<file path="src/hdl/aes_pkg.sv">
`default_nettype none

package aes_pkg;

  // Bus widths
  localparam int ADDR_WIDTH    = 32;
  localparam int DATA_WIDTH    = 32;
  localparam int STRB_WIDTH    = DATA_WIDTH / 8;
  localparam int ID_BITS       = 4;
  localparam int LEN_BITS      = 8;
  localparam int SIZE_BITS     = 3;
  localparam int REG_ADDR_BITS = 6;   // Low address bits used for decode

  localparam int BLOCK_WIDTH = 128;
  localparam int BLOCK_WORDS = BLOCK_WIDTH / DATA_WIDTH;
  localparam int ROUND_BITS  = 4;

  // Register map, byte offsets
  localparam logic [REG_ADDR_BITS-1:0] CTRL_OFS   = 6'h00;
  localparam logic [REG_ADDR_BITS-1:0] STATUS_OFS = 6'h04;
  localparam logic [REG_ADDR_BITS-1:0] KEY_OFS    = 6'h10;
  localparam logic [REG_ADDR_BITS-1:0] DIN_OFS    = 6'h20;
  localparam logic [REG_ADDR_BITS-1:0] DOUT_OFS   = 6'h30;

  localparam logic [ROUND_BITS-1:0] NUM_ROUNDS = 4'd10;
  localparam logic [1:0]            RESP_OKAY  = 2'b00;

  // AXI port FSM states
  localparam int PORT_STATE_BITS = 3;
  localparam logic [PORT_STATE_BITS-1:0] ST_IDLE  = 3'd0;
  localparam logic [PORT_STATE_BITS-1:0] ST_WDATA = 3'd1;
  localparam logic [PORT_STATE_BITS-1:0] ST_WRESP = 3'd2;
  localparam logic [PORT_STATE_BITS-1:0] ST_READ  = 3'd3;
  localparam logic [PORT_STATE_BITS-1:0] ST_RRESP = 3'd4;

  // Forward S-box, one row of 16 bytes per upper nibble
  localparam logic [127:0] SBOX_ROWS [16] = '{
    128'h637c777bf26b6fc53001672bfed7ab76,
    128'hca82c97dfa5947f0add4a2af9ca472c0,
    128'hb7fd9326363ff7cc34a5e5f171d83115,
    128'h04c723c31896059a071280e2eb27b275,
    128'h09832c1a1b6e5aa0523bd6b329e32f84,
    128'h53d100ed20fcb15b6acbbe394a4c58cf,
    128'hd0efaafb434d338545f9027f503c9fa8,
    128'h51a3408f929d38f5bcb6da2110fff3d2,
    128'hcd0c13ec5f974417c4a77e3d645d1973,
    128'h60814fdc222a908846eeb814de5e0bdb,
    128'he0323a0a4906245cc2d3ac629195e479,
    128'he7c8376d8dd54ea96c56f4ea657aae08,
    128'hba78252e1ca6b4c6e8dd741f4bbd8b8a,
    128'h703eb5664803f60e613557b986c11d9e,
    128'he1f8981169d98e949b1e87e9ce5528df,
    128'h8ca1890dbfe6426841992d0fb054bb16
  };

  function automatic logic [7:0] aes_sbox(input logic [7:0] b);
    logic [127:0] row;
    row = SBOX_ROWS[b[7:4]];
    return row[127 - 8 * b[3:0] -: 8];
  endfunction

  // Round constant for rounds 1..10
  function automatic logic [7:0] aes_rcon(input logic [ROUND_BITS-1:0] round);
    case (round)
      4'd1:    return 8'h01;
      4'd2:    return 8'h02;
      4'd3:    return 8'h04;
      4'd4:    return 8'h08;
      4'd5:    return 8'h10;
      4'd6:    return 8'h20;
      4'd7:    return 8'h40;
      4'd8:    return 8'h80;
      4'd9:    return 8'h1b;
      4'd10:   return 8'h36;
      default: return 8'h00;
    endcase
  endfunction

endpackage

`default_nettype wire

</file>
<file path="src/hdl/periph_ifs.sv">
`timescale 1ns/1ps
`default_nettype none

// Register access strobes from the AXI port
interface reg_bus_if import aes_pkg::*; ();
  logic                     we;
  logic [REG_ADDR_BITS-1:0] waddr;
  logic [DATA_WIDTH-1:0]    wdata;
  logic [STRB_WIDTH-1:0]    strb;
  logic                     re;
  logic [REG_ADDR_BITS-1:0] raddr;
  logic [DATA_WIDTH-1:0]    rdata;   // Valid the cycle after re

  modport slave  (output we, waddr, wdata, strb, re, raddr, input rdata);
  modport target (input we, waddr, wdata, strb, re, raddr, output rdata);
endinterface


`default_nettype wire

</file>
<file path="src/hdl/axi_slave_port.sv">
`timescale 1ns/1ps
`default_nettype none

module axi_slave_port import aes_pkg::*; (
  input  logic                  clk_i,
  input  logic                  rst_ni,
  // AW channel
  input  logic [ID_BITS-1:0]    awid_i,
  input  logic [ADDR_WIDTH-1:0] awaddr_i,
  input  logic [LEN_BITS-1:0]   awlen_i,
  input  logic [SIZE_BITS-1:0]  awsize_i,
  input  logic [1:0]            awburst_i,
  input  logic                  awvalid_i,
  output logic                  awready_o,
  // W channel
  input  logic [DATA_WIDTH-1:0] wdata_i,
  input  logic [STRB_WIDTH-1:0] wstrb_i,
  input  logic                  wvalid_i,
  input  logic                  wlast_i,
  output logic                  wready_o,
  // B channel
  output logic [ID_BITS-1:0]    bid_o,
  output logic [1:0]            bresp_o,
  output logic                  bvalid_o,
  input  logic                  bready_i,
  // AR channel
  input  logic [ID_BITS-1:0]    arid_i,
  input  logic [ADDR_WIDTH-1:0] araddr_i,
  input  logic [LEN_BITS-1:0]   arlen_i,
  input  logic [SIZE_BITS-1:0]  arsize_i,
  input  logic [1:0]            arburst_i,
  input  logic                  arvalid_i,
  output logic                  arready_o,
  // R channel
  output logic [ID_BITS-1:0]    rid_o,
  output logic [DATA_WIDTH-1:0] rdata_o,
  output logic [1:0]            rresp_o,
  output logic                  rvalid_o,
  output logic                  rlast_o,
  input  logic                  rready_i,
  reg_bus_if.slave              bus
);

  logic [PORT_STATE_BITS-1:0] state_q;
  logic [PORT_STATE_BITS-1:0] state_d;
  logic [ID_BITS-1:0]         id_q;     // One transaction at a time, so one ID register
  logic [REG_ADDR_BITS-1:0]   addr_q;
  logic                       aw_hs;
  logic                       ar_hs;

  assign awready_o = (state_q == ST_IDLE);
  assign arready_o = (state_q == ST_IDLE) && !awvalid_i;  // Write wins a tie
  assign wready_o  = (state_q == ST_WDATA);
  assign bvalid_o  = (state_q == ST_WRESP);
  assign rvalid_o  = (state_q == ST_RRESP);
  assign rlast_o   = rvalid_o;   // Single beat
  assign bid_o     = id_q;
  assign rid_o     = id_q;
  assign bresp_o   = RESP_OKAY;
  assign rresp_o   = RESP_OKAY;
  assign rdata_o   = bus.rdata;  // Held by the registers until the next re

  assign aw_hs = awvalid_i && awready_o;
  assign ar_hs = arvalid_i && arready_o;

  assign bus.we    = wready_o && wvalid_i;
  assign bus.waddr = addr_q;
  assign bus.wdata = wdata_i;
  assign bus.strb  = wstrb_i;
  assign bus.re    = (state_q == ST_READ);
  assign bus.raddr = addr_q;

  always_comb begin
    state_d = state_q;
    case (state_q)
      ST_IDLE: begin
        if (aw_hs) begin
          state_d = ST_WDATA;
        end else if (ar_hs) begin
          state_d = ST_READ;
        end
      end
      ST_WDATA: if (wvalid_i) state_d = ST_WRESP;
      ST_WRESP: if (bready_i) state_d = ST_IDLE;
      ST_READ:  state_d = ST_RRESP;
      ST_RRESP: if (rready_i) state_d = ST_IDLE;
      default:  state_d = ST_IDLE;
    endcase
  end

  always_ff @(posedge clk_i) begin
    if (!rst_ni) begin
      state_q <= ST_IDLE;
    end else begin
      state_q <= state_d;
    end
  end

  // Address phase capture
  always_ff @(posedge clk_i) begin
    if (aw_hs) begin
      id_q   <= awid_i;
      addr_q <= awaddr_i[REG_ADDR_BITS-1:0];
    end else if (ar_hs) begin
      id_q   <= arid_i;
      addr_q <= araddr_i[REG_ADDR_BITS-1:0];
    end
  end

  a_awlen_single: assert property (@(posedge clk_i) disable iff (!rst_ni)
    aw_hs |-> (awlen_i == '0));

  a_arlen_single: assert property (@(posedge clk_i) disable iff (!rst_ni)
    ar_hs |-> (arlen_i == '0));

  a_we_re_excl: assert property (@(posedge clk_i) disable iff (!rst_ni)
    !(bus.we && bus.re));

endmodule

`default_nettype wire

</file>
<file path="src/flat_wrapper.sv">
// flat-port wrapper written by rule: the top's interface ports become plain ports
module axi_slave_port_flat import aes_pkg::*;
  (clk_i, rst_ni, awid_i, awaddr_i, awlen_i, awsize_i, awburst_i, awvalid_i, awready_o, wdata_i, wstrb_i, wvalid_i, wlast_i, wready_o, bid_o, bresp_o, bvalid_o, bready_i, arid_i, araddr_i, arlen_i, arsize_i, arburst_i, arvalid_i, arready_o, rid_o, rdata_o, rresp_o, rvalid_o, rlast_o, rready_i, bus_we, bus_waddr, bus_wdata, bus_strb, bus_re, bus_raddr, bus_rdata);
  reg_bus_if bus_i ();
  input  logic clk_i;
  input  logic rst_ni;
  input  logic [ID_BITS-1:0] awid_i;
  input  logic [ADDR_WIDTH-1:0] awaddr_i;
  input  logic [LEN_BITS-1:0] awlen_i;
  input  logic [SIZE_BITS-1:0] awsize_i;
  input  logic [1:0] awburst_i;
  input  logic awvalid_i;
  output logic awready_o;
  input  logic [DATA_WIDTH-1:0] wdata_i;
  input  logic [STRB_WIDTH-1:0] wstrb_i;
  input  logic wvalid_i;
  input  logic wlast_i;
  output logic wready_o;
  output logic [ID_BITS-1:0] bid_o;
  output logic [1:0] bresp_o;
  output logic bvalid_o;
  input  logic bready_i;
  input  logic [ID_BITS-1:0] arid_i;
  input  logic [ADDR_WIDTH-1:0] araddr_i;
  input  logic [LEN_BITS-1:0] arlen_i;
  input  logic [SIZE_BITS-1:0] arsize_i;
  input  logic [1:0] arburst_i;
  input  logic arvalid_i;
  output logic arready_o;
  output logic [ID_BITS-1:0] rid_o;
  output logic [DATA_WIDTH-1:0] rdata_o;
  output logic [1:0] rresp_o;
  output logic rvalid_o;
  output logic rlast_o;
  input  logic rready_i;
  output wire logic [$bits(bus_i.we)-1:0] bus_we;
  output wire logic [$bits(bus_i.waddr)-1:0] bus_waddr;
  output wire logic [$bits(bus_i.wdata)-1:0] bus_wdata;
  output wire logic [$bits(bus_i.strb)-1:0] bus_strb;
  output wire logic [$bits(bus_i.re)-1:0] bus_re;
  output wire logic [$bits(bus_i.raddr)-1:0] bus_raddr;
  input wire logic [$bits(bus_i.rdata)-1:0] bus_rdata;
  assign bus_we = bus_i.we;
  assign bus_waddr = bus_i.waddr;
  assign bus_wdata = bus_i.wdata;
  assign bus_strb = bus_i.strb;
  assign bus_re = bus_i.re;
  assign bus_raddr = bus_i.raddr;
  assign bus_i.rdata = bus_rdata;
  axi_slave_port u_core (.clk_i(clk_i), .rst_ni(rst_ni), .awid_i(awid_i), .awaddr_i(awaddr_i), .awlen_i(awlen_i), .awsize_i(awsize_i), .awburst_i(awburst_i), .awvalid_i(awvalid_i), .awready_o(awready_o), .wdata_i(wdata_i), .wstrb_i(wstrb_i), .wvalid_i(wvalid_i), .wlast_i(wlast_i), .wready_o(wready_o), .bid_o(bid_o), .bresp_o(bresp_o), .bvalid_o(bvalid_o), .bready_i(bready_i), .arid_i(arid_i), .araddr_i(araddr_i), .arlen_i(arlen_i), .arsize_i(arsize_i), .arburst_i(arburst_i), .arvalid_i(arvalid_i), .arready_o(arready_o), .rid_o(rid_o), .rdata_o(rdata_o), .rresp_o(rresp_o), .rvalid_o(rvalid_o), .rlast_o(rlast_o), .rready_i(rready_i), .bus(bus_i));
endmodule
</file>
<file path="config.mk">
export PLATFORM = sky130hd
export DESIGN_NAME = axi_slave_port_flat
export DESIGN_NICKNAME = d
export VERILOG_FILES = /design/src/hdl/aes_pkg.sv /design/src/hdl/periph_ifs.sv /design/src/hdl/axi_slave_port.sv /design/src/flat_wrapper.sv
export SDC_FILE = /design/constraint.sdc
export NUM_CORES = 1
export LEC_CHECK = 0
export ABC_AREA = 1
export BUFFER_PORTS_ARGS = -buffer_cell sky130_fd_sc_hd__buf_2
export CORE_AREA = 2 2 105 107
export CTS_CLUSTER_DIAMETER = 100
export CTS_CLUSTER_SIZE = 28
export DETAILED_ROUTE_END_ITERATION = 7
export DIE_AREA = 0 0 107 109
export PLACE_DENSITY = 0.51
export SLEW_MARGIN = 20
export SYNTH_ARGS = -nofsm -noshare
export SYNTH_HDL_FRONTEND = slang
export SYNTH_SLANG_ARGS = --single-unit
</file>
<file path="constraint.sdc">
create_clock -name clk_i -period 1.7 [get_ports clk_i]
set_input_delay 0.34 -clock clk_i [delete_from_list [all_inputs] [get_ports clk_i]]
set_output_delay 0.34 -clock clk_i [all_outputs]
set_load 0.05 [all_outputs]
</file>
==> metrics <==
status finished clean; Comb pwr share 60.2%; Max FO, Critical Path 7; via count 862; Worst EP required 1.36 ns; clock slew at reported path FFs 0.05 ns; Routed Antenna Nets 0; latest clock arrival within the worst-skew pair 0.23 ns; Main synth FF type edfxtp_1; DR WL/cell 14.8 um; P&R area growth vs syn -4.53%; H-tree levels 1; R2R Setup Slk 0.17 ns; first-pass GRT wire length 5380 um; WHS Endpoint u_core.state_q[1]$_SDFFE_PN0P_; worst hold path class in2reg; Synth warnings 0; IO buf count 54; Design Area, Final 1240 um^2; Final Wtd Congestion 0.694; Mapped Cells 167; Iteration-0 DRC Markers 34; RR Startpoint u_core.state_q[2]$_SDFFE_PN0P_; Cell variety after synth 17; height of the die 109 um; period utilisation layout 95.4%; maximum clock path buffer count 2; sequential share of power 26.5%; power density over the cells 1570 nW/um^2; internal power 0.911 mW; row cnt 38; reg-to-reg endpoint u_core.bus.raddr[4]$_DFFE_PP_; Max Fclk 616 MHz; hold depth 3; CTS tree done; P_leak 0.610 nW; antenna violations before repair 1; crit end category output port; Fillers 1,202; max_cap viols 0; All-Layer GR Usage 6.72%; DRC Markers 0; Async S/R FF share, synth 0%; worst r2r path cells 7; routed vias/inst 2.99; CTS Hold Buffers Added 0; post-DP HPWL 3930 um; maximum vdd drop 603 uV; initial core utilization 12.2%; clock power share 13.3%; drt pass-1 iters 4; IO Pins 274; clk_skew 0.00601 ns; Core Box Area 10,600 um^2; Die X 107 um; register area share after synthesis 27.7%; final setup vio count 0; min Tclk post-route 1.62 ns; Area after DPL 1160 um^2; CTS Sinks 13; FF+latch count, synth 13; crit start category flop; total grt overflow 0; clock root cell clkbuf_8; vias in the first global route 773; Final Hold Viols 0; beginning of the worst hold path rst_ni; WL final 4270 um; Nets 322; layout cells sized above 1 49.7%; EDFF count, synth 10; syn_area_per_cell 7.78 um^2; Psw 1.03 mW; clock buffer count from CTS 3; sum of negative setup slack 0 ns; Total Die Area 11,700 um^2; RSZ-0062 raised after global routing no; pin count of the biggest net entering global routing 16; Critical Setup Path Class reg2out; sw frac 53.1%; max-slew violations 0; Synth Cell Area 1300 um^2; critical path arrival 1.28 ns
[how the worst max path moves through the flow]
stage	from	to	cells past startpoint	slack (ns)
2_1_floorplan	u_core.state_q[0]$_SDFFE_PN0P_	rvalid_o	4	0.06
3_3_place_gp	u_core.state_q[2]$_SDFFE_PN0P_	u_core.bus.raddr[1]$_DFFE_PP_	6	0.20
3_5_place_dp	u_core.state_q[2]$_SDFFE_PN0P_	u_core.bus.raddr[1]$_DFFE_PP_	6	0.20
4_1_cts	u_core.state_q[2]$_SDFFE_PN0P_	awready_o	4	0.009
5_1_grt	u_core.state_q[2]$_SDFFE_PN0P_	awready_o	4	0.01
6_report	u_core.state_q[2]$_SDFFE_PN0P_	awready_o	4	0.08
[sequential cells by signal, summed over array words and instances, names as in the netlist]
register          count
u_core.bus.raddr      6
u_core.bid_o          4
u_core.state_q        3
[worst max-delay path, stage by stage (launching register included)]
cell,delay [ns]
dfxtp_1,0.35
nor2_2,0.20
inv_2,0.09
nor2_4,0.21
buf_6,0.19
[synth_stat cells (2+ instances only)]
| master | instances | area share, % |
|---|---|---|
| buf_4 | 83 | 48 |
| nand3_1 | 14 | 5.4 |
| inv_1 | 7 | 2.0 |
| inv_2 | 2 | 0.58 |
| dfxtp_1 | 3 | 4.6 |
| nor2_1 | 7 | 2.0 |
| nor3_1 | 3 | 1.2 |
| nand2_1 | 28 | 8.1 |
| nor2_2 | 2 | 0.96 |
| edfxtp_1 | 10 | 23 |
| a21oi_1 | 2 | 0.77 |
[per-layer routing]
layer  wire length, um  global-route usage, %
met4               243                   5.10
met2              1490                   8.74
met5                 0                      0
met3              1620                   10.9
met1               913                   3.76
[cells in the final DEF (no fill, tap or decap)]
cell type  count
nor2_2         3
conb_1         4
inv_2          2
o21ai_1        1
clkbuf_4       3
edfxtp_1      10
nor2_4         1
nand2_1       28
a21oi_1        2
buf_6          1
nor2_1         6
buf_4          3
nand3_1       14
buf_2         50
nand2_2        1
dfxtp_1        1
dfxtp_2        2
nor3_2         3
diode_2        1
clkbuf_1       1
inv_1          7
clkbuf_8       3
buf_12         1
[what timing repair did]
action	CTS	global route
gates cloned	0	0
pin swaps	0	1
resized for setup	2	5
setup endpoints to repair	2	4
setup buffers	0	2
[stage by stage]
step | utilization [%] | setup slack [ns] | cells | hold WS (ns) | power [mW]
6_report | 11.7 | 0.0774 | 288 | 0.338 | 1.94
5_1_grt | 11.7 | 0.0116 | 287 | 0.350 | 2.05
4_1_cts | 11.4 | 0.00860 | 285 | 0.342 | 1.92
3_5_place_dp | 11.0 | 0.196 | 281 | 0.561 | 1.65
3_3_place_gp | 11.0 | 0.202 | 281 | 0.554 | 1.64
2_1_floorplan | - | 0.0595 | 170 | 0.460 | 1.90
[cell type report]
class	instances	area, um^2	share of cell area [%]
multi-input cells	63	294	23.7
well taps	140	175	14.1
diodes	1	2.50	0.202
inverters	9	33.8	2.72
repair buffers	58	327	26.3
clock buffers	4	45.0	3.63
flip-flops and latches	13	363	29.3
[power groups by stage]
| stage | clock (mW) | combinational, mW | sequential, mW |
|---|---|---|---|
| 2_1_floorplan | 0 | 1.15 | 0.748 |
| 3_3_place_gp | 0 | 1.13 | 0.515 |
| 3_5_place_dp | 0 | 1.13 | 0.518 |
| 4_1_cts | 0.273 | 1.14 | 0.513 |
| 5_1_grt | 0.282 | 1.24 | 0.526 |
| 6_report | 0.258 | 1.17 | 0.515 |
[logic make-up (layout without fill, tap and decap cells)]
logic type | count (synthesis) | in the layout | synth area share, %
flops | 13 | 13 | 27.7
buf+inv | 94 | 71 | 51.8
simple gates | 56 | 56 | 19.0
other cells | 1 | 5 | 0.289
compound gates | 3 | 3 | 1.16
Power figures use the tool's default switching activity.
