--- config.mk ---
export PLATFORM = sky130hd
export DESIGN_NAME = aes_regs_flat
export DESIGN_NICKNAME = d
export VERILOG_FILES = /design/src/hdl/aes_pkg.sv /design/src/hdl/periph_ifs.sv /design/src/hdl/aes_regs.sv /design/src/flat_wrapper.sv
export SDC_FILE = /design/constraint.sdc
export NUM_CORES = 1
export LEC_CHECK = 0
export BUFFER_PORTS_ARGS = -buffer_cell sky130_fd_sc_hd__buf_2
export CORE_ASPECT_RATIO = 1.2
export CORE_MARGIN = 2
export CORE_UTILIZATION = 30
export CTS_BUF_LIST = sky130_fd_sc_hd__clkbuf_4
export CTS_CLUSTER_SIZE = 20
export DETAILED_ROUTE_END_ITERATION = 8
export GPL_TIMING_DRIVEN = 0
export PLACE_DENSITY_LB_ADDON = 0.05
export SLEW_MARGIN = 20
export SYNTH_ARGS = -nofsm -noshare
export SYNTH_HDL_FRONTEND = slang
export SYNTH_SLANG_ARGS = --single-unit
--- constraint.sdc ---
create_clock -name clk_i -period 3.1 [get_ports clk_i]
set_clock_uncertainty 0.05 [all_clocks]
set_input_delay 0.31 -clock clk_i [delete_from_list [all_inputs] [get_ports clk_i]]
set_output_delay 0.31 -clock clk_i [all_outputs]
set_load 0.02 [all_outputs]
--- src/hdl/aes_pkg.sv ---
`default_nettype none

package aes_pkg;

  // Bus widths
  localparam int ADDR_WIDTH    = 32;
  localparam int DATA_WIDTH    = 32;
  localparam int STRB_WIDTH    = DATA_WIDTH / 8;
  localparam int ID_BITS       = 4;
  localparam int LEN_BITS      = 8;
  localparam int SIZE_BITS     = 3;
  localparam int REG_ADDR_BITS = 6;   // Low address bits used for decode

  localparam int BLOCK_WIDTH = 128;
  localparam int BLOCK_WORDS = BLOCK_WIDTH / DATA_WIDTH;
  localparam int ROUND_BITS  = 4;

  // Register map, byte offsets
  localparam logic [REG_ADDR_BITS-1:0] CTRL_OFS   = 6'h00;
  localparam logic [REG_ADDR_BITS-1:0] STATUS_OFS = 6'h04;
  localparam logic [REG_ADDR_BITS-1:0] KEY_OFS    = 6'h10;
  localparam logic [REG_ADDR_BITS-1:0] DIN_OFS    = 6'h20;
  localparam logic [REG_ADDR_BITS-1:0] DOUT_OFS   = 6'h30;

  localparam logic [ROUND_BITS-1:0] NUM_ROUNDS = 4'd10;
  localparam logic [1:0]            RESP_OKAY  = 2'b00;

  // AXI port FSM states
  localparam int PORT_STATE_BITS = 3;
  localparam logic [PORT_STATE_BITS-1:0] ST_IDLE  = 3'd0;
  localparam logic [PORT_STATE_BITS-1:0] ST_WDATA = 3'd1;
  localparam logic [PORT_STATE_BITS-1:0] ST_WRESP = 3'd2;
  localparam logic [PORT_STATE_BITS-1:0] ST_READ  = 3'd3;
  localparam logic [PORT_STATE_BITS-1:0] ST_RRESP = 3'd4;

  // Forward S-box, one row of 16 bytes per upper nibble
  localparam logic [127:0] SBOX_ROWS [16] = '{
    128'h637c777bf26b6fc53001672bfed7ab76,
    128'hca82c97dfa5947f0add4a2af9ca472c0,
    128'hb7fd9326363ff7cc34a5e5f171d83115,
    128'h04c723c31896059a071280e2eb27b275,
    128'h09832c1a1b6e5aa0523bd6b329e32f84,
    128'h53d100ed20fcb15b6acbbe394a4c58cf,
    128'hd0efaafb434d338545f9027f503c9fa8,
    128'h51a3408f929d38f5bcb6da2110fff3d2,
    128'hcd0c13ec5f974417c4a77e3d645d1973,
    128'h60814fdc222a908846eeb814de5e0bdb,
    128'he0323a0a4906245cc2d3ac629195e479,
    128'he7c8376d8dd54ea96c56f4ea657aae08,
    128'hba78252e1ca6b4c6e8dd741f4bbd8b8a,
    128'h703eb5664803f60e613557b986c11d9e,
    128'he1f8981169d98e949b1e87e9ce5528df,
    128'h8ca1890dbfe6426841992d0fb054bb16
  };

  function automatic logic [7:0] aes_sbox(input logic [7:0] b);
    logic [127:0] row;
    row = SBOX_ROWS[b[7:4]];
    return row[127 - 8 * b[3:0] -: 8];
  endfunction

  // Round constant for rounds 1..10
  function automatic logic [7:0] aes_rcon(input logic [ROUND_BITS-1:0] round);
    case (round)
      4'd1:    return 8'h01;
      4'd2:    return 8'h02;
      4'd3:    return 8'h04;
      4'd4:    return 8'h08;
      4'd5:    return 8'h10;
      4'd6:    return 8'h20;
      4'd7:    return 8'h40;
      4'd8:    return 8'h80;
      4'd9:    return 8'h1b;
      4'd10:   return 8'h36;
      default: return 8'h00;
    endcase
  endfunction

endpackage

`default_nettype wire

--- src/hdl/periph_ifs.sv ---
`timescale 1ns/1ps
`default_nettype none

// Register access strobes from the AXI port
interface reg_bus_if import aes_pkg::*; ();
  logic                     we;
  logic [REG_ADDR_BITS-1:0] waddr;
  logic [DATA_WIDTH-1:0]    wdata;
  logic [STRB_WIDTH-1:0]    strb;
  logic                     re;
  logic [REG_ADDR_BITS-1:0] raddr;
  logic [DATA_WIDTH-1:0]    rdata;   // Valid the cycle after re

  modport slave  (output we, waddr, wdata, strb, re, raddr, input rdata);
  modport target (input we, waddr, wdata, strb, re, raddr, output rdata);
endinterface

// Handshake between the register block and the cipher core
interface cipher_if import aes_pkg::*; ();
  logic                   start;
  logic [BLOCK_WIDTH-1:0] key;
  logic [BLOCK_WIDTH-1:0] block;
  logic                   busy;
  logic                   done;
  logic [BLOCK_WIDTH-1:0] result;

  modport ctrl (output start, key, block, input busy, done, result);
  modport core (input start, key, block, output busy, done, result);
endinterface

`default_nettype wire

--- src/hdl/aes_regs.sv ---
`timescale 1ns/1ps
`default_nettype none

module aes_regs import aes_pkg::*; (
  input  logic       clk_i,
  input  logic       rst_ni,
  reg_bus_if.target  bus,
  cipher_if.ctrl     cipher,
  output logic       aes_irq_o,
  input  logic       aes_clear_irq_i
);

  logic [DATA_WIDTH-1:0] key_q [BLOCK_WORDS];
  logic [DATA_WIDTH-1:0] din_q [BLOCK_WORDS];
  logic [DATA_WIDTH-1:0] rdata_q;
  logic [DATA_WIDTH-1:0] rdata_d;
  logic                  done_flag_q;
  logic                  irq_q;
  logic [1:0]            wr_grp;
  logic [1:0]            wr_word;
  logic [1:0]            rd_grp;
  logic [1:0]            rd_word;

  assign wr_grp  = bus.waddr[REG_ADDR_BITS-1:4];
  assign wr_word = bus.waddr[3:2];
  assign rd_grp  = bus.raddr[REG_ADDR_BITS-1:4];
  assign rd_word = bus.raddr[3:2];

  // Word 0 carries the most significant bits
  assign cipher.key   = {key_q[0], key_q[1], key_q[2], key_q[3]};
  assign cipher.block = {din_q[0], din_q[1], din_q[2], din_q[3]};
  assign cipher.start = bus.we && (bus.waddr == CTRL_OFS) && bus.strb[0] && bus.wdata[0];

  assign bus.rdata = rdata_q;
  assign aes_irq_o = irq_q;

  always_ff @(posedge clk_i) begin
    if (!rst_ni) begin
      for (int i = 0; i < BLOCK_WORDS; i++) begin
        key_q[i] <= '0;
        din_q[i] <= '0;
      end
    end else if (bus.we) begin
      for (int b = 0; b < STRB_WIDTH; b++) begin
        if (bus.strb[b] && (wr_grp == KEY_OFS[REG_ADDR_BITS-1:4])) begin
          key_q[wr_word][8*b +: 8] <= bus.wdata[8*b +: 8];
        end
        if (bus.strb[b] && (wr_grp == DIN_OFS[REG_ADDR_BITS-1:4])) begin
          din_q[wr_word][8*b +: 8] <= bus.wdata[8*b +: 8];
        end
      end
    end
  end

  // Done flag follows the most recent start
  always_ff @(posedge clk_i) begin
    if (!rst_ni) begin
      done_flag_q <= 1'b0;
      irq_q       <= 1'b0;
    end else begin
      if (cipher.start) begin
        done_flag_q <= 1'b0;
      end else if (cipher.done) begin
        done_flag_q <= 1'b1;
      end
      if (cipher.done) begin
        irq_q <= 1'b1;       // Set beats clear
      end else if (aes_clear_irq_i) begin
        irq_q <= 1'b0;
      end
    end
  end

  always_comb begin
    rdata_d = '0;
    case (rd_grp)
      KEY_OFS[REG_ADDR_BITS-1:4]:  rdata_d = key_q[rd_word];
      DIN_OFS[REG_ADDR_BITS-1:4]:  rdata_d = din_q[rd_word];
      DOUT_OFS[REG_ADDR_BITS-1:4]: begin
        rdata_d = cipher.result[DATA_WIDTH*(BLOCK_WORDS-1-rd_word) +: DATA_WIDTH];
      end
      default: begin
        // CTRL reads as zero
        if (bus.raddr == STATUS_OFS) rdata_d = DATA_WIDTH'({done_flag_q, cipher.busy});
      end
    endcase
  end

  always_ff @(posedge clk_i) begin
    if (!rst_ni) begin
      rdata_q <= '0;
    end else if (bus.re) begin
      rdata_q <= rdata_d;
    end
  end

  a_done_after_busy: assert property (@(posedge clk_i) disable iff (!rst_ni)
    cipher.done |-> $past(cipher.busy));

endmodule

`default_nettype wire

--- src/flat_wrapper.sv ---
// flat-port wrapper written by rule: the top's interface ports become plain ports
module aes_regs_flat import aes_pkg::*;
  (clk_i, rst_ni, aes_irq_o, aes_clear_irq_i, bus_we, bus_waddr, bus_wdata, bus_strb, bus_re, bus_raddr, bus_rdata, cipher_start, cipher_key, cipher_block, cipher_busy, cipher_done, cipher_result);
  reg_bus_if bus_i ();
  cipher_if cipher_i ();
  input  logic clk_i;
  input  logic rst_ni;
  output logic aes_irq_o;
  input  logic aes_clear_irq_i;
  input wire logic [$bits(bus_i.we)-1:0] bus_we;
  input wire logic [$bits(bus_i.waddr)-1:0] bus_waddr;
  input wire logic [$bits(bus_i.wdata)-1:0] bus_wdata;
  input wire logic [$bits(bus_i.strb)-1:0] bus_strb;
  input wire logic [$bits(bus_i.re)-1:0] bus_re;
  input wire logic [$bits(bus_i.raddr)-1:0] bus_raddr;
  output wire logic [$bits(bus_i.rdata)-1:0] bus_rdata;
  output wire logic [$bits(cipher_i.start)-1:0] cipher_start;
  output wire logic [$bits(cipher_i.key)-1:0] cipher_key;
  output wire logic [$bits(cipher_i.block)-1:0] cipher_block;
  input wire logic [$bits(cipher_i.busy)-1:0] cipher_busy;
  input wire logic [$bits(cipher_i.done)-1:0] cipher_done;
  input wire logic [$bits(cipher_i.result)-1:0] cipher_result;
  assign bus_i.we = bus_we;
  assign bus_i.waddr = bus_waddr;
  assign bus_i.wdata = bus_wdata;
  assign bus_i.strb = bus_strb;
  assign bus_i.re = bus_re;
  assign bus_i.raddr = bus_raddr;
  assign bus_rdata = bus_i.rdata;
  assign cipher_start = cipher_i.start;
  assign cipher_key = cipher_i.key;
  assign cipher_block = cipher_i.block;
  assign cipher_i.busy = cipher_busy;
  assign cipher_i.done = cipher_done;
  assign cipher_i.result = cipher_result;
  aes_regs u_core (.clk_i(clk_i), .rst_ni(rst_ni), .bus(bus_i), .cipher(cipher_i), .aes_irq_o(aes_irq_o), .aes_clear_irq_i(aes_clear_irq_i));
endmodule
==> impl_metrics.yaml, run 1 <==
synthesis:
  synth.area.top_cells: "edfxtp_1 (55%), mux4_2 (15%), and2_1 (8.6%), dfxtp_1 (4.9%), and3_1 (2.9%)"
  synth_top_area_share_pct: 55.3
  syn_nets: 1161
  async_flop_share_pct: 0
  synth.most_common_cell: "edfxtp_1"
  postSynthAreaPerCell_um2: 14.2
  synth_edf_count: 256
  synth_warnings: 0
  syn_inst: 978
  ys_ff_latch: 290
  synthFlopType: "edfxtp_1"
  synth_top_area_cell: "edfxtp_1"
  synth_seq_area_share_pct: 60.2
  syn-cell-area_um2: 13900
  synth_common_cells: "edfxtp_1 (256), and2_1 (192), mux4_2 (93), and3_1 (64), o21ai_0 (54)"
  synthDistinctLibCells: 36
critical_path:
  setup.worst_path.end_class: "register"
  required_ns: 3.44
  r2r-end: "u_core.bus.rdata[0]"
  arrival_ns: 3.05
  r2r_cells: 5
  path_class: "input pin to register"
  cp-start-kind: "input pin"
  reg2reg_from: "u_core.din_q[0][0]"
  worstPathMaxFanout: 10
  ff2ff_setup_slack_ns: 0.54
run:
  cap_violations: 0
worst_hold_path:
  min_to: "u_core.bus.rdata[15]"
  whs_path_depth: 4
  hp-class: "input pin to register"
  min_from: "cipher_result[111]"
routing:
  drt_first_iter_violations: 604
  drc: 0
  avgViaCountPerCell: 4.92
  drt_pre_antenna_iters: 5
  totalWireLength_um: 59700
  ant_nets: 0
  wire_per_inst_um: 26.0
  num_vias: 11300
clock_network:
  clockBufferDepth: 3
  insertion_delay_ns: 0.79
  cts-buffers-inserted: 82
  cts_setup_buffers: 0
  cts_max_level: 3
  cts_tree: "built"
  clkTransAtPathRegs_ns: 0.07
  cts-resized-gates: 0
  holdBufCountCts: 65
  clock_sinks: 290
  ctsRootBufferMaster: "clkbuf_4"
sta:
  rsz0062_at_grt: "false"
  slew_violations: 0
  min_period_over_period_pct: 87.3
  slew_headroom_pct: 26.0
  min_period_ns: 2.71
  fmax_mhz: 370
  setup_viol: 0
  timing.final.hold_violations: 0
  tightest_slew_ns: 1.11
placed_design:
  placed_area_um2: 17100
  place_congestion: 0.804
  port_buffers: 467
  dp_hpwl_um: 44700
floorplan:
  die_x_um: 200
  coreArea_um2: 45800
  fp.dieH_um: 240
  placementRows: 86
  start_util_pct: 30.3
  io_pins: 473
  die_area_um2: 48100
layout:
  fin_util_pct: 41.2
  fillers: 4572
  syn_to_final_growth_pct: 36.0
  finish.instance_area_um2: 18900
  drive_gt1_share_pct: 43.8
  nNetsFinal: 1789
global_routing:
  groute.usage.overall_pct: 24.3
  grt_pass1_vias: 11900
  grt-ovfl-total: 0
  grt_max_degree: 12
  antenna_found_initial: 5
  grt_pass1_wl_um: 83000
power:
  power_density_nw_per_um2: 537
  leakagePower_uw: 0.00776
  ir_drop_mv: 0.264
run_status:
  status: "finished, final reports clean"
kinds of logic after synthesis:
| kind of cell | share of synthesized area, % |
|---|---|
| AOI/OAI and AO/OA | 5.64 |
| DFF | 60.2 |
| buffers and inverters | 2.52 |
| muxes | 15.5 |
| and+or+nand+nor | 16.1 |
report_power, final:
group          switching [uW]  total, uW  internal (uW)
sequential                155       4650           4500
clock                    1750       3870           2120
combinational            1000       1620            621
through the flow:
step	hold WS [ns]	TNS, ns	setup slack, ns	cells	power (uW)
after floorplan	0.384	0	1.06	978	5530
after global placement	0.420	-23.36	-0.478	2061	6290
after detailed placement	0.433	-0.929	-0.0540	2073	6310
after CTS	0.0000512	0	0.429	2287	10300
after global routing	0.0401	0	0.291	2290	10600
final	0.0706	0	0.394	2291	10100
final cells by class:
type,count,area [um^2],share of cell area (%)
antenna,4,10.0,0.0530
multi-input combinational,617,5200,27.5
timing repair buffer,544,3080,16.3
clock buffer,128,961,5.08
inverter,1,3.75,0.0199
sequential,290,8370,44.3
buffer,70,347,1.83
tap,616,771,4.08
clock inverter,21,159,0.841
cell usage in the layout (no fill, tap or decap), types with 2 or more instances in the layout:
cell type and n:
clkinv_1 15, a21oi_2 3, dfxtp_1 34, bufinv_16 3, o21ai_0 30, mux2i_1 5
clkbuf_1 52, dlygate4sd3_1 65, diode_2 4, buf_12 2, nor2_1 29, a21oi_1 37
and3b_1 2, o21ai_2 3, edfxtp_1 256, nor3_1 30, mux4_2 93, buf_2 475
o21ai_1 24, nor2b_1 35, inv_2 2, and2_1 192, clkbuf_4 128, a31oi_1 2
a211oi_1 30, buf_4 17, buf_6 3, nand2_1 24, and3_1 64
state kept, by name, summed over array words and instances, names as in the netlist:
signal	count
u_core.aes_irq_o	1
u_core.din_q	128
u_core.done_flag_q	1
u_core.bus.rdata	32
u_core.key_q	128
metal layers:
metal	up-vias	part of all wire, %	GRT usage, %
li1	5068	-	-
met1	5675	40	29.0
met2	445	51	42.6
met3	75	6.6	6.29
met4	2	2.4	8.64
met5	-	0.022	0
worst max-delay path by stage:
| stage | from | end | slack, ns | cells past startpoint |
|---|---|---|---|---|
| after floorplan | bus_waddr[4] | u_core.din_q[2][0] | 1.06 | 4 |
| after global placement | bus_waddr[4] | u_core.din_q[2][8] | -0.48 | 5 |
| after detailed placement | bus_waddr[5] | u_core.key_q[3][27] | -0.05 | 6 |
| after CTS | bus_strb[1] | u_core.din_q[3][22] | 0.43 | 7 |
| after global routing | bus_strb[1] | u_core.din_q[3][21] | 0.29 | 7 |
| final | bus_strb[1] | u_core.din_q[3][7] | 0.39 | 7 |
critical path, cell delays in order:
cell	delay [ns]
dlygate4sd3_1	0.57
buf_2	0.16
o41a_1	0.47
clkbuf_1	0.36
nand2_1	0.16
a21oi_1	0.12
a21oi_1	0.89
Power figures use the tool's default switching activity.
==> run 2, diff against run 1 <==
- CORE_AREA: not set -> 2 2 186 188
- CORE_ASPECT_RATIO: 1.2 -> not set
- CORE_MARGIN: 2 -> not set
- CORE_UTILIZATION: 30 -> not set
- DIE_AREA: not set -> 0 0 188 190
==> run 2 against run 1 <==
Net effect: clock power down 14%; non-clock buffer count down 33; via count down 0.81%; maximum frequency rose by 18%; setup slack better by 0.41 ns; total power shrank 6.1%; utilization rose by 12 points; die area decreased by 26%; final area shrank 3.7%; highest routed layer unchanged.
==> impl_metrics.yaml, run 2 (synthesized netlist as in run 1, its figures left out) <==
run_status:
  status: "finished, final reports clean"
clock_network:
  cts_max_level: 3
  clkTransAtPathRegs_ns: 0.06
  clock_sinks: 290
  clockBufferDepth: 3
  holdBufCountCts: 38
  cts-resized-gates: 0
  cts_tree: "built"
  ctsRootBufferMaster: "clkbuf_4"
  cts-buffers-inserted: 80
  insertion_delay_ns: 0.66
  cts_setup_buffers: 0
power:
  p_sw_share_pct: 28.6
  internal_power_uw: 6800
  clkPwrFrac_pct: 34.9
  combPwrFrac_pct: 16.2
  switchingPower_uw: 2720
  ir_drop_mv: 0.273
  power_density_nw_per_um2: 523
  leakagePower_uw: 0.00752
  sequentialPowerShare_pct: 48.9
placed_design:
  dp_hpwl_um: 39600
  port_buffers: 467
  place_ws_ns: 0.00318
  place_congestion: 0.910
sta:
  min_period_ns: 2.30
  timing.final.hold_violations: 0
  fmax_mhz: 435
  tightest_slew_ns: 1.15
  rsz0062_at_grt: "false"
  slew_headroom_pct: 23.5
  min_period_over_period_pct: 74.2
  slew_violations: 0
  fin_setup_tns_ns: 0
  setup_viol: 0
  setup_ws_ns: 0.801
critical_path:
  critPathBufInv: 4
  path_delay_family: "buffers and inverters"
  critPathSlowestCell: "dlygate4sd3_1"
  critPathLaunch: "bus_waddr[0]"
  ff2ff_setup_slack_ns: 1.45
  critPathMaxStageDelay_ns: 0.54
  required_ns: 2.74
  path_class: "input pin to primary output"
  r2r_cells: 4
  endpoint: "cipher_start"
  cp.depth: 6
  path_cells: "dlygate4sd3_1 > buf_2 > nor2_1 > dlygate4sd3_1 > and4_1 > buf_2"
  worstPathMaxFanout: 2
  r2r-end: "u_core.bus.rdata[25]"
  reg2reg_from: "u_core.din_q[3][25]"
  cp-start-kind: "input pin"
  arrival_ns: 1.94
  setup.worst_path.end_class: "primary output"
floorplan:
  start_util_pct: 40.9
  fp.dieH_um: 190
  placementRows: 68
  coreArea_um2: 33900
  die_area_um2: 35700
  die_x_um: 188
  io_pins: 473
layout:
  drive_gt1_share_pct: 43.6
  final_cell_mix: "buf_2 (475), edfxtp_1 (256), and2_1 (192)"
  syn_to_final_growth_pct: 31.0
  final_common_cell: "buf_2"
  nNetsFinal: 1754
routing:
  ant_nets: 0
  wire_per_inst_um: 25.3
  totalWireLength_um: 52600
  drc: 0
  num_vias: 11200
  drt_first_iter_violations: 782
  avgViaCountPerCell: 5.36
  drt_pre_antenna_iters: 5
run:
  cap_violations: 0
worst_hold_path:
  hp-class: "input pin to register"
global_routing:
  grt_max_degree: 11
  antenna_found_initial: 9
  grt-ovfl-total: 0
  groute.usage.overall_pct: 29.0
  grt_pass1_wl_um: 74700
  grt_pass1_vias: 11300
-- run 2: cell count changes in the layout (fill, tap and decap cells not counted) --
cell / previous run / this run
diode_2: 4 / 5
buf_4: 17 / 11
o21ai_2: 3 / 1
clkinv_2: 1 / 4
clkbuf_4: 128 / 110
o21ai_1: 24 / 26
inv_2: 2 / 3
clkinv_1: 15 / 16
dlygate4sd3_1: 65 / 38
bufinv_16: 3 / 1
a21oi_1: 37 / 38
a21oi_2: 3 / 2
-- run 2: final cells by class --
type	instances	area, um^2
fill	3024	15700
inverter	1	3.75
tap	455	569
timing repair buffer	511	2760
clock inverter	24	121
clock buffer	110	826
sequential	290	8370
multi-input combinational	617	5190
antenna	5	12.5
buffer	70	347
-- run 2: per-stage QoR --
stage | util [%] | area, um^2 | total power, uW | cells | hold slack [ns]
floorplan | - | 13900 | 5530 | 978 | 0.384
global placement | 49.5 | 16800 | 6230 | 1900 | 0.417
detailed placement | 49.6 | 16900 | 6250 | 1906 | 0.419
CTS | 53.6 | 18200 | 9600 | 2078 | 0.0519
global route | 53.6 | 18200 | 9920 | 2082 | 0.104
finish | 53.6 | 18200 | 9520 | 2083 | 0.108
-- run 2: how the worst min path moves through the flow --
stage / start / end / slack [ns] / cells after the start
after floorplan: cipher_done / u_core.aes_irq_o / 0.38 / 1
after global placement: u_core.done_flag_q / u_core.bus.rdata[1] / 0.42 / 2
after detailed placement: u_core.done_flag_q / u_core.bus.rdata[1] / 0.42 / 2
after CTS: bus_raddr[5] / u_core.bus.rdata[0] / 0.05 / 3
after global routing: cipher_result[96] / u_core.bus.rdata[0] / 0.10 / 4
final: bus_raddr[5] / u_core.bus.rdata[0] / 0.11 / 3
-- run 2: worst min-delay path: stages --
cell and delay, ns:
clkbuf_1 0.21, nand3_1 0.15, a31oi_1 0.08
-- run 2: layer usage --
| metal | track usage [%] | wire length [um] |
|---|---|---|
| met1 | 34.6 | 19900 |
| met5 | 0 | 40 |
| met4 | 9.99 | 1450 |
| met2 | 49.6 | 26100 |
| met3 | 9.37 | 5090 |
-- run 2: power groups by stage --
stage | sequential (uW) | combinational (uW) | clock, uW
final | 4660 | 1540 | 3330
after global routing | 4680 | 1630 | 3620
after CTS | 4660 | 1550 | 3400
after detailed placement | 4740 | 1510 | 0
after global placement | 4740 | 1490 | 0
after floorplan | 5000 | 524 | 0
==> run 3, diff against run 2 <==
- ABC_AREA: not set -> 1
- clock period: 3.1 -> 2.2 ns (I/O delays scaled with it)
==> run 3 against run 2 <==
Net effect: synthesized cell count rose by 110%; routed wire length rose by 22%; largest power group unchanged; via count rose by 43%; global-route usage rose by 5.9 points; setup slack got worse by 0.78 ns; largest cell class unchanged; final cell count rose by 55%; utilization rose by 7.2 points; non-clock buffer count rose by 56; clock-buffer cell count rose by 5; flip-flop and latch count did not move; total power rose by 52%; critical path type unchanged.
==> impl_metrics.yaml, run 3 <==
run_status:
  status: "finished, final reports clean"
floorplan:
  placementRows: 68
  die_area_um2: 35700
  io_pins: 473
  fp.dieH_um: 190
  coreArea_um2: 33900
  die_x_um: 188
  start_util_pct: 47.1
synthesis:
  synth_top_area_share_pct: 48.1
  postSynthAreaPerCell_um2: 7.61
  synthDistinctLibCells: 28
  syn_nets: 2285
  async_flop_share_pct: 0
  synth_top_area_cell: "edfxtp_1"
  synth.area.top_cells: "edfxtp_1 (48%), nand2_1 (17%), inv_1 (11%), nand3_1 (7.1%), nor2_1 (5.0%)"
  syn_inst: 2102
  synthFlopType: "edfxtp_1"
  synth_edf_count: 256
  synth_seq_area_share_pct: 52.3
  syn-cell-area_um2: 16000
  synth_warnings: 0
  ys_ff_latch: 290
  synth.most_common_cell: "nand2_1"
  synth_common_cells: "nand2_1 (726), inv_1 (458), edfxtp_1 (256), nand3_1 (227), nor2_1 (213)"
layout:
  final_cells: 3235
  syn_to_final_growth_pct: 29.1
  final_cell_mix: "nand2_1 (726), buf_2 (490), inv_1 (458)"
  drive_gt1_share_pct: 24.1
  finish.instance_area_um2: 20700
  final_common_cell: "nand2_1"
  nNetsFinal: 2900
routing:
  drc: 0
  drt_pre_antenna_iters: 8
  wire_per_inst_um: 19.9
  avgViaCountPerCell: 4.95
  ant_nets: 0
  totalWireLength_um: 64400
  num_vias: 16000
  drt_first_iter_violations: 1502
run:
  cap_violations: 0
global_routing:
  antenna_found_initial: 4
  grt-ovfl-total: 0
  groute.usage.overall_pct: 35.0
  grt_pass1_wl_um: 91700
  grt_max_degree: 11
  grt_pass1_vias: 15300
clock_network:
  clockBufferDepth: 3
  ctsRootBufferMaster: "clkbuf_4"
  clock_sinks: 290
  cts_tree: "built"
  insertion_delay_ns: 0.73
  cts-buffers-inserted: 76
  clkTransAtPathRegs_ns: 0.07
  cts_max_level: 3
  cts_setup_buffers: 0
critical_path:
  ff2ff_setup_slack_ns: 0.32
  setup.worst_path.end_class: "primary output"
  path_class: "input pin to primary output"
  arrival_ns: 1.91
  worstPathMaxFanout: 3
  r2r_cells: 6
  required_ns: 1.93
  cp-start-kind: "input pin"
sta:
  setup_ws_ns: 0.0205
  slew_headroom_pct: 20.9
  timing.final.hold_violations: 0
  min_period_ns: 2.18
  setup_viol: 0
  rsz0062_at_grt: "false"
  min_period_over_period_pct: 99.1
  fin_setup_tns_ns: 0
  slew_violations: 0
  tightest_slew_ns: 1.18
  fmax_mhz: 459
power:
  combPwrFrac_pct: 19.2
  internal_power_uw: 9950
  power.total_uw: 14500
  sequentialPowerShare_pct: 45.6
  switchingPower_uw: 4510
  leakagePower_uw: 0.0109
  p_sw_share_pct: 31.2
  ir_drop_mv: 0.502
  clkPwrFrac_pct: 35.2
  power_density_nw_per_um2: 700
placed_design:
  place_congestion: 0.953
  placed_area_um2: 18900
  place_ws_ns: -0.479
  dp.cells: 3024
  port_buffers: 467
  dp_hpwl_um: 48800
worst_hold_path:
  hp-class: "input pin to register"
  whs_path_depth: 9
## run 3: changes by cell type after synthesis, moves of 11 or more
| cell | previous run | this run |
|---|---|---|
| nand2_1 | 24 | 726 |
| inv_1 | 1 | 458 |
| nand3_1 | 1 | 227 |
| and2_1 | 192 | 0 |
| nor2_1 | 29 | 213 |
| mux4_2 | 93 | 0 |
| and3_1 | 64 | 0 |
| o21ai_0 | 54 | 8 |
| nor2b_1 | 35 | 0 |
| nor3_1 | 30 | 0 |
| a211oi_1 | 30 | 1 |
| buf_2 | 8 | 24 |
| nand4_4 | 0 | 14 |
| buf_1 | 0 | 11 |
## run 3: power by group through the flow
stage                     clock [uW]  combinational, uW  sequential, uW
after floorplan                    0               1070            7120
after global placement             0               2610            6700
after detailed placement           0               2630            6710
after CTS                       5090               2760            6590
after global routing            5370               2990            6620
final                           5090               2780            6600
## run 3: layer usage
layer | share of wire [%] | vias to the layer above | wire [um] | global-route usage (%)
met5 | 0.011 | - | 7 | 0
met4 | 3.7 | 2 | 2390 | 15.0
met3 | 9.9 | 146 | 6380 | 9.43
met2 | 48 | 844 | 30600 | 58.2
met1 | 39 | 7374 | 25000 | 43.0
li1 | - | 7658 | - | -
## run 3: final cells by class
type                    instances  area (um^2)
multi-input cells            1250         5420
fillers                      3219        13300
clock inverters                22          164
diodes                          4         10.0
well taps                     455          569
repair buffers                537         3040
plain buffers                 100          489
flip-flops and latches        290         8370
inverters                     462         1740
clock buffers                 115          863
## run 3: what timing repair did
action	4_1_cts	5_1_grt
hold buffers	71	0
gates resized for setup	1	7
pin swaps	0	1
setup endpoints to repair	1	5
endpoints found under the hold margin	273	0
## run 3: final timing paths
path                              from              endpoint
setup reg to reg    u_core.done_flag_q   u_core.bus.rdata[1]
hold reg to reg   u_core.bus.rdata[24]  u_core.bus.rdata[24]
hold / removal       cipher_result[99]   u_core.bus.rdata[3]
setup / recovery          bus_wdata[0]          cipher_start
## run 3: logic make-up after synthesis
| kind of cell | count (synthesis) | share of synthesized area [%] |
|---|---|---|
| flops | 290 | 52.3 |
| compound gates | 46 | 1.49 |
| buf+inv | 562 | 13.9 |
| simple gates | 1204 | 32.3 |
## run 3: per-stage QoR
| step | utilization, % | hold slack, ns |
|---|---|---|
| 2_1_floorplan | - | 0.325 |
| 3_3_place_gp | 55.7 | 0.400 |
| 3_5_place_dp | 55.7 | 0.403 |
| 4_1_cts | 60.8 | 0.00868 |
| 5_1_grt | 60.8 | 0.0588 |
| 6_report | 60.8 | 0.0414 |
## run 3: worst max-delay path, stage by stage
cell and delay (ns):
dlygate4sd3_1 0.51, buf_2 0.17, nand4_1 0.12, nor4_2 0.55, buf_2 0.32
